`src/design/iconnect_settings.svh`:
```
`ifndef ICONNECT_SETTINGS_SVH
`define ICONNECT_SETTINGS_SVH

// ----------------------------------------------------------------------
// Data port widths
// ----------------------------------------------------------------------
`define YCR_DMEM_AWIDTH          32             // Byte address
`define YCR_DMEM_DWIDTH          32             // One word per beat

// ----------------------------------------------------------------------
// Address map
// ----------------------------------------------------------------------
// Local window, 64 KiB
`define YCR_LOCAL_ADDR_MASK      32'hFFFF_0000
`define YCR_LOCAL_ADDR_PATTERN   32'h0C48_0000

// Timer, 256 bytes inside local window
`define YCR_TIMER_ADDR_MASK      32'hFFFF_FF00
`define YCR_TIMER_ADDR_PATTERN   32'h0C48_0100

// Rest of local window belongs to AES
`define YCR_AES_AWIDTH           7              // AES register space

// ----------------------------------------------------------------------
// Timer geometry
// ----------------------------------------------------------------------
`define YCR_TIMER_WIDTH          64             // Counter and compare
`define YCR_TIMER_DIV_WIDTH      32             // Divider register

`endif
```
`src/design/ycr_map_pkg.sv`:
```
package ycr_map_pkg;

   // Router target
   typedef enum logic {
      ROUTE_PORT0 = 1'b0,              // Address outside window
      ROUTE_PORT1 = 1'b1               // Address inside window
   } route_e;

   // Timer word offsets, addr[4:2]
   typedef enum logic [2:0] {
      TMR_CTRL       = 3'd0,           // Bit 0 enables counting
      TMR_DIV        = 3'd1,           // Prescaler
      TMR_MTIME_LO   = 3'd2,
      TMR_MTIME_HI   = 3'd3,
      TMR_MTIMECMP_LO = 3'd4,
      TMR_MTIMECMP_HI = 3'd5,
      TMR_GLBL_CFG   = 3'd6            // Bit 0 forces dcache flush
   } timer_reg_e;

endpackage : ycr_map_pkg

```
`src/design/ycr_memif_pkg.sv`:
```
package ycr_memif_pkg;

   // Access direction
   typedef enum logic {
      YCR_MEM_CMD_RD = 1'b0,
      YCR_MEM_CMD_WR = 1'b1
   } mem_cmd_e;

   // Access size
   typedef enum logic [1:0] {
      YCR_MEM_WIDTH_BYTE  = 2'b00,
      YCR_MEM_WIDTH_HWORD = 2'b01,
      YCR_MEM_WIDTH_WORD  = 2'b10      // Only size the timer takes
   } mem_width_e;

   // Response strobe, idle unless one cycle after acceptance
   typedef enum logic [1:0] {
      YCR_MEM_RESP_NOTRDY = 2'b00,     // Idle
      YCR_MEM_RESP_RDY_OK = 2'b01,     // Data valid
      YCR_MEM_RESP_RDY_ER = 2'b10      // Access refused
   } mem_resp_e;

endpackage : ycr_memif_pkg

```
`src/design/ycr_iconnect.sv`:
```
`timescale 1ns/1ps
`include "iconnect_settings.svh"

module ycr_iconnect
   import ycr_memif_pkg::*;
(
   input  logic                          core_clk,
   input  logic                          reset_i,

   // Core data port
   input  logic                          core0_dmem_req_i,
   input  mem_cmd_e                      core0_dmem_cmd_i,
   input  mem_width_e                    core0_dmem_width_i,
   input  logic [`YCR_DMEM_AWIDTH-1:0]   core0_dmem_addr_i,
   input  logic [`YCR_DMEM_DWIDTH-1:0]   core0_dmem_wdata_i,
   output logic                          core0_dmem_req_ack_o,
   output logic [`YCR_DMEM_DWIDTH-1:0]   core0_dmem_rdata_o,
   output mem_resp_e                     core0_dmem_resp_o,

   // Bus bridge, everything outside local window
   output logic                          core_dmem_req_o,
   output mem_cmd_e                      core_dmem_cmd_o,
   output mem_width_e                    core_dmem_width_o,
   output logic [`YCR_DMEM_AWIDTH-1:0]   core_dmem_addr_o,
   output logic [`YCR_DMEM_DWIDTH-1:0]   core_dmem_wdata_o,
   input  logic                          core_dmem_req_ack_i,
   input  logic [`YCR_DMEM_DWIDTH-1:0]   core_dmem_rdata_i,
   input  mem_resp_e                     core_dmem_resp_i,

   // AES registers
   output logic                          aes_dmem_req_o,
   output mem_cmd_e                      aes_dmem_cmd_o,
   output mem_width_e                    aes_dmem_width_o,
   output logic [`YCR_AES_AWIDTH-1:0]    aes_dmem_addr_o,
   output logic [`YCR_DMEM_DWIDTH-1:0]   aes_dmem_wdata_o,
   input  logic                          aes_dmem_req_ack_i,
   input  logic [`YCR_DMEM_DWIDTH-1:0]   aes_dmem_rdata_i,
   input  mem_resp_e                     aes_dmem_resp_i,

   // Timer and config
   output logic [`YCR_TIMER_WIDTH-1:0]   core0_timer_val_o,
   output logic                          core0_timer_irq_o,
   output logic                          cfg_dcache_force_flush_o
);

// Crossbar to local router
logic                         local_dmem_req,    local_dmem_req_ack;
mem_cmd_e                     local_dmem_cmd;
mem_width_e                   local_dmem_width;
logic [`YCR_DMEM_AWIDTH-1:0]  local_dmem_addr;
logic [`YCR_DMEM_DWIDTH-1:0]  local_dmem_wdata,  local_dmem_rdata;
mem_resp_e                    local_dmem_resp;

// Local router to timer
logic                         timer_dmem_req,    timer_dmem_req_ack;
mem_cmd_e                     timer_dmem_cmd;
mem_width_e                   timer_dmem_width;
logic [`YCR_DMEM_AWIDTH-1:0]  timer_dmem_addr;
logic [`YCR_DMEM_DWIDTH-1:0]  timer_dmem_wdata,  timer_dmem_rdata;
mem_resp_e                    timer_dmem_resp;

logic [`YCR_DMEM_AWIDTH-1:0]  aes_dmem_addr_full;  // Before trim
logic [`YCR_DMEM_DWIDTH-1:0]  riscv_glbl_cfg;

assign aes_dmem_addr_o          = aes_dmem_addr_full[`YCR_AES_AWIDTH-1:0];
assign cfg_dcache_force_flush_o = riscv_glbl_cfg[0];

// ----------------------------------------------------------------------
// First level: bridge vs local window
// ----------------------------------------------------------------------
ycr_dmem_router #(
   .ADDR_MASK      (`YCR_LOCAL_ADDR_MASK    ),
   .ADDR_PATTERN   (`YCR_LOCAL_ADDR_PATTERN )
) u_crossbar (
   .core_clk        (core_clk             ),
   .reset_i         (reset_i              ),
   .dmem_req_i      (core0_dmem_req_i     ),
   .dmem_cmd_i      (core0_dmem_cmd_i     ),
   .dmem_width_i    (core0_dmem_width_i   ),
   .dmem_addr_i     (core0_dmem_addr_i    ),
   .dmem_wdata_i    (core0_dmem_wdata_i   ),
   .dmem_req_ack_o  (core0_dmem_req_ack_o ),
   .dmem_rdata_o    (core0_dmem_rdata_o   ),
   .dmem_resp_o     (core0_dmem_resp_o    ),
   .port0_req_o     (core_dmem_req_o      ),   // Bus bridge
   .port0_cmd_o     (core_dmem_cmd_o      ),
   .port0_width_o   (core_dmem_width_o    ),
   .port0_addr_o    (core_dmem_addr_o     ),
   .port0_wdata_o   (core_dmem_wdata_o    ),
   .port0_req_ack_i (core_dmem_req_ack_i  ),
   .port0_rdata_i   (core_dmem_rdata_i    ),
   .port0_resp_i    (core_dmem_resp_i     ),
   .port1_req_o     (local_dmem_req       ),   // Local window
   .port1_cmd_o     (local_dmem_cmd       ),
   .port1_width_o   (local_dmem_width     ),
   .port1_addr_o    (local_dmem_addr      ),
   .port1_wdata_o   (local_dmem_wdata     ),
   .port1_req_ack_i (local_dmem_req_ack   ),
   .port1_rdata_i   (local_dmem_rdata     ),
   .port1_resp_i    (local_dmem_resp      )
);

// ----------------------------------------------------------------------
// Second level: AES vs timer
// ----------------------------------------------------------------------
ycr_dmem_router #(
   .ADDR_MASK      (`YCR_TIMER_ADDR_MASK    ),
   .ADDR_PATTERN   (`YCR_TIMER_ADDR_PATTERN )
) u_local_router (
   .core_clk        (core_clk             ),
   .reset_i         (reset_i              ),
   .dmem_req_i      (local_dmem_req       ),
   .dmem_cmd_i      (local_dmem_cmd       ),
   .dmem_width_i    (local_dmem_width     ),
   .dmem_addr_i     (local_dmem_addr      ),
   .dmem_wdata_i    (local_dmem_wdata     ),
   .dmem_req_ack_o  (local_dmem_req_ack   ),
   .dmem_rdata_o    (local_dmem_rdata     ),
   .dmem_resp_o     (local_dmem_resp      ),
   .port0_req_o     (aes_dmem_req_o       ),   // AES
   .port0_cmd_o     (aes_dmem_cmd_o       ),
   .port0_width_o   (aes_dmem_width_o     ),
   .port0_addr_o    (aes_dmem_addr_full   ),
   .port0_wdata_o   (aes_dmem_wdata_o     ),
   .port0_req_ack_i (aes_dmem_req_ack_i   ),
   .port0_rdata_i   (aes_dmem_rdata_i     ),
   .port0_resp_i    (aes_dmem_resp_i      ),
   .port1_req_o     (timer_dmem_req       ),   // Timer
   .port1_cmd_o     (timer_dmem_cmd       ),
   .port1_width_o   (timer_dmem_width     ),
   .port1_addr_o    (timer_dmem_addr      ),
   .port1_wdata_o   (timer_dmem_wdata     ),
   .port1_req_ack_i (timer_dmem_req_ack   ),
   .port1_rdata_i   (timer_dmem_rdata     ),
   .port1_resp_i    (timer_dmem_resp      )
);

// ----------------------------------------------------------------------
// Machine timer
// ----------------------------------------------------------------------
ycr_timer i_timer (
   .core_clk        (core_clk             ),
   .reset_i         (reset_i              ),
   .dmem_req_i      (timer_dmem_req       ),
   .dmem_cmd_i      (timer_dmem_cmd       ),
   .dmem_width_i    (timer_dmem_width     ),
   .dmem_addr_i     (timer_dmem_addr      ),
   .dmem_wdata_i    (timer_dmem_wdata     ),
   .dmem_req_ack_o  (timer_dmem_req_ack   ),
   .dmem_rdata_o    (timer_dmem_rdata     ),
   .dmem_resp_o     (timer_dmem_resp      ),
   .timer_val_o     (core0_timer_val_o    ),
   .timer_irq_o     (core0_timer_irq_o    ),
   .glbl_cfg_o      (riscv_glbl_cfg       )
);

endmodule : ycr_iconnect

```
`src/design/ycr_timer.sv`:
```
`timescale 1ns/1ps
`include "iconnect_settings.svh"

module ycr_timer
   import ycr_memif_pkg::*;
   import ycr_map_pkg::*;
(
   input  logic                           core_clk,
   input  logic                           reset_i,

   // Register access
   input  logic                           dmem_req_i,
   input  mem_cmd_e                       dmem_cmd_i,
   input  mem_width_e                     dmem_width_i,
   input  logic [`YCR_DMEM_AWIDTH-1:0]    dmem_addr_i,
   input  logic [`YCR_DMEM_DWIDTH-1:0]    dmem_wdata_i,
   output logic                           dmem_req_ack_o,
   output logic [`YCR_DMEM_DWIDTH-1:0]    dmem_rdata_o,
   output mem_resp_e                      dmem_resp_o,

   // Timer and config outputs
   output logic [`YCR_TIMER_WIDTH-1:0]    timer_val_o,
   output logic                           timer_irq_o,
   output logic [`YCR_DMEM_DWIDTH-1:0]    glbl_cfg_o
);

logic                               ctrl_en;     // Counting enable
logic [`YCR_TIMER_DIV_WIDTH-1:0]    div;         // Clocks per tick minus one
logic [`YCR_TIMER_DIV_WIDTH-1:0]    div_cnt;     // Prescaler state
logic [`YCR_TIMER_WIDTH-1:0]        mtime;
logic [`YCR_TIMER_WIDTH-1:0]        mtimecmp;
logic [`YCR_DMEM_DWIDTH-1:0]        glbl_cfg;
logic                               tick;
logic                               access_ok;
logic                               wr_en;
timer_reg_e                         reg_off;
logic [`YCR_DMEM_DWIDTH-1:0]        rdata_nxt;

// ----------------------------------------------------------------------
// Access decode
// ----------------------------------------------------------------------
assign reg_off   = timer_reg_e'(dmem_addr_i[4:2]);
assign access_ok = (dmem_width_i == YCR_MEM_WIDTH_WORD)
                 & (dmem_addr_i[1:0] == 2'b00)             // Aligned only
                 & (dmem_addr_i[7:5] == 3'b000)            // First 8 words
                 & (dmem_addr_i[4:2] != 3'd7);             // Unused slot
assign wr_en     = dmem_req_i & access_ok & (dmem_cmd_i == YCR_MEM_CMD_WR);

assign dmem_req_ack_o = dmem_req_i;                        // Never stalls

// ----------------------------------------------------------------------
// Prescaler and counter
// ----------------------------------------------------------------------
assign tick = ctrl_en & (div_cnt == div);

always_ff @(posedge core_clk) begin
   if (reset_i) begin
      div_cnt <= '0;
   end else if (!ctrl_en || tick) begin
      div_cnt <= '0;                                       // Restart period
   end else begin
      div_cnt <= div_cnt + 1'b1;
   end
end

always_ff @(posedge core_clk) begin
   if (reset_i) begin
      ctrl_en  <= 1'b0;
      div      <= '0;
      mtime    <= '0;
      mtimecmp <= '0;
      glbl_cfg <= '0;
   end else begin
      if (wr_en) begin
         case (reg_off)
            TMR_CTRL:        ctrl_en         <= dmem_wdata_i[0];
            TMR_DIV:         div             <= dmem_wdata_i;
            TMR_MTIMECMP_LO: mtimecmp[31:0]  <= dmem_wdata_i;
            TMR_MTIMECMP_HI: mtimecmp[63:32] <= dmem_wdata_i;
            TMR_GLBL_CFG:    glbl_cfg        <= dmem_wdata_i;
            default:         ;                             // Counter below
         endcase
      end
      // Written half wins over a tick in the same cycle
      if (wr_en && reg_off == TMR_MTIME_LO) begin
         mtime[31:0] <= dmem_wdata_i;
      end else if (wr_en && reg_off == TMR_MTIME_HI) begin
         mtime[63:32] <= dmem_wdata_i;
      end else if (tick) begin
         mtime <= mtime + 1'b1;
      end
   end
end

// ----------------------------------------------------------------------
// Read path, answered one cycle after ack
// ----------------------------------------------------------------------
always_comb begin
   case (reg_off)
      TMR_CTRL:        rdata_nxt = {{(`YCR_DMEM_DWIDTH-1){1'b0}}, ctrl_en};
      TMR_DIV:         rdata_nxt = div;
      TMR_MTIME_LO:    rdata_nxt = mtime[31:0];
      TMR_MTIME_HI:    rdata_nxt = mtime[63:32];
      TMR_MTIMECMP_LO: rdata_nxt = mtimecmp[31:0];
      TMR_MTIMECMP_HI: rdata_nxt = mtimecmp[63:32];
      TMR_GLBL_CFG:    rdata_nxt = glbl_cfg;
      default:         rdata_nxt = '0;
   endcase
end

always_ff @(posedge core_clk) begin
   if (reset_i) begin
      dmem_resp_o <= YCR_MEM_RESP_NOTRDY;
   end else if (dmem_req_i) begin
      dmem_resp_o <= access_ok ? YCR_MEM_RESP_RDY_OK : YCR_MEM_RESP_RDY_ER;
   end else begin
      dmem_resp_o <= YCR_MEM_RESP_NOTRDY;
   end
end

always_ff @(posedge core_clk) begin
   if (dmem_req_i) dmem_rdata_o <= rdata_nxt;              // Payload only
end

assign timer_val_o = mtime;
assign timer_irq_o = (mtime >= mtimecmp);                  // Level, not pulse
assign glbl_cfg_o  = glbl_cfg;

// One response per accepted request
assert property (@(posedge core_clk) disable iff (reset_i)
   (dmem_resp_o != YCR_MEM_RESP_NOTRDY) |-> $past(dmem_req_i && dmem_req_ack_o));

endmodule : ycr_timer

```
`src/design/ycr_dmem_router.sv`:
```
`timescale 1ns/1ps
`include "iconnect_settings.svh"

module ycr_dmem_router
   import ycr_memif_pkg::*;
   import ycr_map_pkg::*;
#(
   parameter logic [`YCR_DMEM_AWIDTH-1:0] ADDR_MASK    = `YCR_TIMER_ADDR_MASK,
   parameter logic [`YCR_DMEM_AWIDTH-1:0] ADDR_PATTERN = `YCR_TIMER_ADDR_PATTERN
) (
   input  logic                         core_clk,
   input  logic                         reset_i,

   // Initiator side
   input  logic                         dmem_req_i,
   input  mem_cmd_e                     dmem_cmd_i,
   input  mem_width_e                   dmem_width_i,
   input  logic [`YCR_DMEM_AWIDTH-1:0]  dmem_addr_i,
   input  logic [`YCR_DMEM_DWIDTH-1:0]  dmem_wdata_i,
   output logic                         dmem_req_ack_o,
   output logic [`YCR_DMEM_DWIDTH-1:0]  dmem_rdata_o,
   output mem_resp_e                    dmem_resp_o,

   // Port 0, default target
   output logic                         port0_req_o,
   output mem_cmd_e                     port0_cmd_o,
   output mem_width_e                   port0_width_o,
   output logic [`YCR_DMEM_AWIDTH-1:0]  port0_addr_o,
   output logic [`YCR_DMEM_DWIDTH-1:0]  port0_wdata_o,
   input  logic                         port0_req_ack_i,
   input  logic [`YCR_DMEM_DWIDTH-1:0]  port0_rdata_i,
   input  mem_resp_e                    port0_resp_i,

   // Port 1, matching window
   output logic                         port1_req_o,
   output mem_cmd_e                     port1_cmd_o,
   output mem_width_e                   port1_width_o,
   output logic [`YCR_DMEM_AWIDTH-1:0]  port1_addr_o,
   output logic [`YCR_DMEM_DWIDTH-1:0]  port1_wdata_o,
   input  logic                         port1_req_ack_i,
   input  logic [`YCR_DMEM_DWIDTH-1:0]  port1_rdata_i,
   input  mem_resp_e                    port1_resp_i
);

route_e req_sel;                        // Target of current request
route_e resp_sel;                       // Target owing the next response

// ----------------------------------------------------------------------
// Request path, fully combinational
// ----------------------------------------------------------------------
assign req_sel = ((dmem_addr_i & ADDR_MASK) == ADDR_PATTERN) ? ROUTE_PORT1 : ROUTE_PORT0;

assign port0_req_o   = dmem_req_i & (req_sel == ROUTE_PORT0);
assign port1_req_o   = dmem_req_i & (req_sel == ROUTE_PORT1);

// Fields fan out to both, req qualifies them
assign port0_cmd_o   = dmem_cmd_i;
assign port0_width_o = dmem_width_i;
assign port0_addr_o  = dmem_addr_i;
assign port0_wdata_o = dmem_wdata_i;
assign port1_cmd_o   = dmem_cmd_i;
assign port1_width_o = dmem_width_i;
assign port1_addr_o  = dmem_addr_i;
assign port1_wdata_o = dmem_wdata_i;

assign dmem_req_ack_o = (req_sel == ROUTE_PORT1) ? port1_req_ack_i : port0_req_ack_i;

// ----------------------------------------------------------------------
// Response steering
// ----------------------------------------------------------------------
// Captured on the accepting edge, used for one cycle after
always_ff @(posedge core_clk) begin
   if (reset_i) begin
      resp_sel <= ROUTE_PORT0;
   end else if (dmem_req_i && dmem_req_ack_o) begin
      resp_sel <= req_sel;
   end
end

assign dmem_resp_o  = (resp_sel == ROUTE_PORT1) ? port1_resp_i  : port0_resp_i;
assign dmem_rdata_o = (resp_sel == ROUTE_PORT1) ? port1_rdata_i : port0_rdata_i;

// Exclusive target select
assert property (@(posedge core_clk) disable iff (reset_i)
   !(port0_req_o && port1_req_o));

// Targets must not ack an absent request
assert property (@(posedge core_clk) disable iff (reset_i)
   dmem_req_ack_o |-> dmem_req_i);

endmodule : ycr_dmem_router

```
`config.mk`:
```
export PLATFORM = sky130hd
export DESIGN_NAME = ycr_iconnect
export DESIGN_NICKNAME = d
export VERILOG_FILES = /design/src/design/ycr_map_pkg.sv /design/src/design/ycr_memif_pkg.sv /design/src/design/ycr_iconnect.sv /design/src/design/ycr_timer.sv /design/src/design/ycr_dmem_router.sv
export VERILOG_INCLUDE_DIRS = /design/src /design/src/design
export SDC_FILE = /design/constraint.sdc
export NUM_CORES = 1
export LEC_CHECK = 0
export BUFFER_PORTS_ARGS = -buffer_cell sky130_fd_sc_hd__buf_2
export CORE_MARGIN = 2
export CORE_UTILIZATION = 50
export DETAILED_ROUTE_END_ITERATION = 16
export PLACE_DENSITY_LB_ADDON = 0.08
export SLEW_MARGIN = 20
export SYNTH_ARGS = -nofsm -noshare
export SYNTH_HDL_FRONTEND = slang
export SYNTH_SLANG_ARGS = --single-unit
```
`constraint.sdc`:
```
create_clock -name core_clk -period 3.1 [get_ports core_clk]
set_clock_uncertainty 0.15 [all_clocks]
set_input_delay 0.465 -clock core_clk [delete_from_list [all_inputs] [get_ports core_clk]]
set_output_delay 0.465 -clock core_clk [all_outputs]
set_load 0.02 [all_outputs]
```
==> impl_results.md <==
* CP peak stage delay at about 350 ps
* Placement-stage cell area at between 0.015 and 0.02 mm²
* Post-Synthesis Cells at just over 2000
* DR DRC count at 0
* Net count after synthesis at ~2200
* Vias at ~17000
* Starting Density at about 50%
* Reg2reg path depth at 6
* Placed cell count at approximately 2700
* DRT Pass-1 Iters at 6
* Worst skew pair latency at 590 ps
* Worst Path Arrival at approximately 2600 ps
* Worst path required time at around 2500 ps
* Netlist cell types at around 70
* Post-DRT Antenna Nets at 0
* All-Layer GR Usage at about two fifths
* Max Slew Vio Count at 0
* Hold WC Path Type: in2reg
* Antenna violations before repair at 6
* GP Congestion at approximately 1.0
* First-pass GRT wire length at 101000 µm
* Delay-heaviest family, CP: simple AND/OR/NAND/NOR gates
* Synth async-reset ratio at 0%
* Hold Vio Cnt, Final at 0
* Crit. End Element: output pin
* Outcome: finished with violations
* Core ar. at between 0.03 and 0.04 mm²
* FF-to-FF End: i_timer.timer_val_o[52]
* Root Buffer Master: clkbuf_16
* Relative slew slack at about half
* R2r startpoint: i_timer.div[7]
* Maximum root-to-sink buffer count at 3
* Worst-path cell chain: inv_1, ha_4, nand4_1, nor4_2, nand2_1, o2111ai_4, a21oi_2, o21ai_2, buf_6
* Endpoints failing setup at 1
* Largest family of logic cells by synthesized area: compound AO/OA/AOI/OAI gates
* Drt wl/cell at between 20 and 25 µm
* P_leak at ~7.5 nW
* Max-cap violations at 0
* Hpwl dp at between 50000 and 60000 µm
* Final period util at 103%
* Die width at between 150 and 200 µm
* Peak supply drop at between 0.4 and 0.5 mV
* Least-Margin Pin Slew at a little over 700 ps
* Setup TNS at -102 ps
* Vias per std cell at 6.31
* DRT Wirelength at between 60000 and 70000 µm
* Overflow after GRT at 0
* CP Buf/Inv Count at 2
* Tmin final at roughly 3200 ps
* CP max stage cell: dfxtp_2
* EDFF count, synth at 32
* Fin worst setup slack at -102 ps
* Cts hold-fix bufs at 0
* Crit start category: flip-flop
* Top cell type's share of synthesized area at 28.6%
* Top cells by count, synth: nand2_1, a21oi_1, dfxtp_1
* Die Footprint at roughly 0.034 mm²
* Mux contribution to synthesized area at ~2.2%
* Clock Sinks at ~260
* Worst setup endpoint: core0_timer_irq_o
* Top cells by area, synth: dfxtp_1, nand2_1, a21oi_1
* Fin cells at roughly 2700
* Syn Area/Cell at 7.85 µm²
* CP Max Fanout at 3
* Area fraction in compound gates after synthesis at between 20% and 30%
* R2R setup slack at about 210 ps
* Clk slew on worst S/H paths at 70 ps
* Synth Cell Area at 0.0160 mm²
* I/O pin cnt at 352
* Most frequent cell after synthesis: nand2_1
* RSZ-0062 raised after global routing: yes
* I/O Buffers at roughly 350
* Setup Crit Path Kind: reg2out
* Largest net degree at the start of global routing at roughly 100
* Part of the Yosys area used for sequential elements at 34.6%
* # H-tree levels at 1
* 1st-iter DRT viols at 2273
* Area growth syn-to-layout at 20.6%
* Post-route cell area at just under 0.02 mm²
* Fill cell count at around 2900
* TritonCTS clock tree: yes
* Dominant synthesized flop cell: dfxtp_1
* Failing checks: setup timing
* Xor and xnor fraction of the mapped netlist area at roughly 3.4%
* Inserted Clock Buffers at 29
* Rows at 65
* Vias in the first global route at about 16000
* Die height at approximately 180 µm
* P per Cell Area at around 400 mW/mm²
* Critical Path Source: i_timer.mtimecmp[23]
* Seq cells post-synth at 261
* Fmax at 312 MHz
* Post-synthesis adder-cell area fraction at 5.15%
* Post-synthesis simple-gate area fraction at a little over a fifth
* Area leader, netlist: dfxtp_1
* Number of cells on the critical path at 9
* Antenna cell count at 0
* NumNets Final at roughly 2500
* Layout cells sized above 1 at 26.9%
* Yosys warning count at 0
flip-flops by register name (all words and copies together) (netlist names), 2 cells and up:
signal / count
i_timer.glbl_cfg_o: 32
i_timer.div: 32
i_timer.dmem_resp_o: 2
i_timer.div_cnt: 32
i_timer.mtimecmp: 64
i_timer.dmem_rdata_o: 32
i_timer.timer_val_o: 64
cells by family (layout without fill, tap and decap cells):
kind of cell	Yosys count	in the layout
compound gates	558	558
xor+xnor	62	62
fa+ha+maj	66	66
buf+inv	337	621
flops	261	261
mux	35	35
simple gates	724	724
where the power goes:
part / internal (mW) / leakage, nW / total [mW] / switching [mW]
Combinational: 0.179 / 4.86 / 0.615 / 0.436
Clock: 2.21 / 0.507 / 3.73 / 1.52
Sequential: 3.41 / 2.14 / 3.41 / 0.000000167
through the flow:
step | worst slack [ps] | power, mW | utilization [%] | hold WS (ps)
floorplan | 417 | 3.84 | - | 282
finish | -102 | 7.75 | 61.3 | 55.6
detailed placement | 79.4 | 4.09 | 57.0 | 293
CTS | -7.31 | 7.75 | 61.2 | 57.8
global route | -209 | 7.93 | 61.3 | 80.8
global placement | 172 | 4.09 | 57.0 | 288
layer usage:
metal  GRT usage, %  wire length [µm]  up-vias
met1           51.8             26700     8095
met5              0                44        -
li1               -                 -     7768
met2           62.8             30000     1120
met3           6.99              7130      234
met4           20.1              4310        4
worst min path at each step:
stage	to	depth (start not counted)	start
global route	i_timer.mtimecmp[1]	3	core0_dmem_wdata_i[1]
CTS	u_crossbar.resp_sel	3	core0_dmem_req_i
global placement	i_timer.glbl_cfg_o[31]	2	i_timer.glbl_cfg_o[31]
finish	u_crossbar.resp_sel	3	core0_dmem_req_i
detailed placement	i_timer.glbl_cfg_o[27]	2	i_timer.glbl_cfg_o[27]
floorplan	i_timer.glbl_cfg_o[11]	2	i_timer.glbl_cfg_o[11]
worst reg2reg max path: cells and delay by family (launching register included):
family	cells	cell delay (ps)
XOR/XNOR	1	160
flip-flops	1	430
AND/OR/NAND/NOR	3	1460
AO/OA/AOI/OAI	2	590
final cells by class:
| type | instances | area (µm²) | share of cell area [%] |
|---|---|---|---|
| Inverter | 90 | 338 | 1.75 |
| Timing Repair Buffer | 477 | 2860 | 14.8 |
| Multi-Input combinational cell | 1445 | 9020 | 46.6 |
| Sequential cell | 261 | 5590 | 28.9 |
| Clock inverter | 10 | 143 | 0.737 |
| Tap cell | 402 | 503 | 2.60 |
| Clock buffer | 44 | 882 | 4.56 |
what timing repair did:
item                                   4_1_cts  5_1_grt
setup endpoints to repair                    1        8
endpoints found under the hold margin        0        0
pin swaps                                   19        1
setup buffers                                6        1
gates resized for setup                     73        1
cells in the final DEF (no fill, tap or decap), types with 13 or more instances in the layout:
cell type and count:
buf_2 349, nand2_1 339, a21oi_1 229, dfxtp_1 194
buf_4 115, nor2_1 110, a22oi_1 100, inv_1 83
nand3_1 73, ha_1 56, xor2_1 50, nand4_1 46
o21ai_0 41, mux2i_1 35, o211ai_1 34, dfxtp_2 33
edfxtp_1 32, clkbuf_16 29, nor3_1 27, a211oi_1 26
nor4_1 19, and2_1 19, and4_1 17, and3_1 16
a2111oi_0 13
No activity file was read; power rests on OpenSTA's default activity.
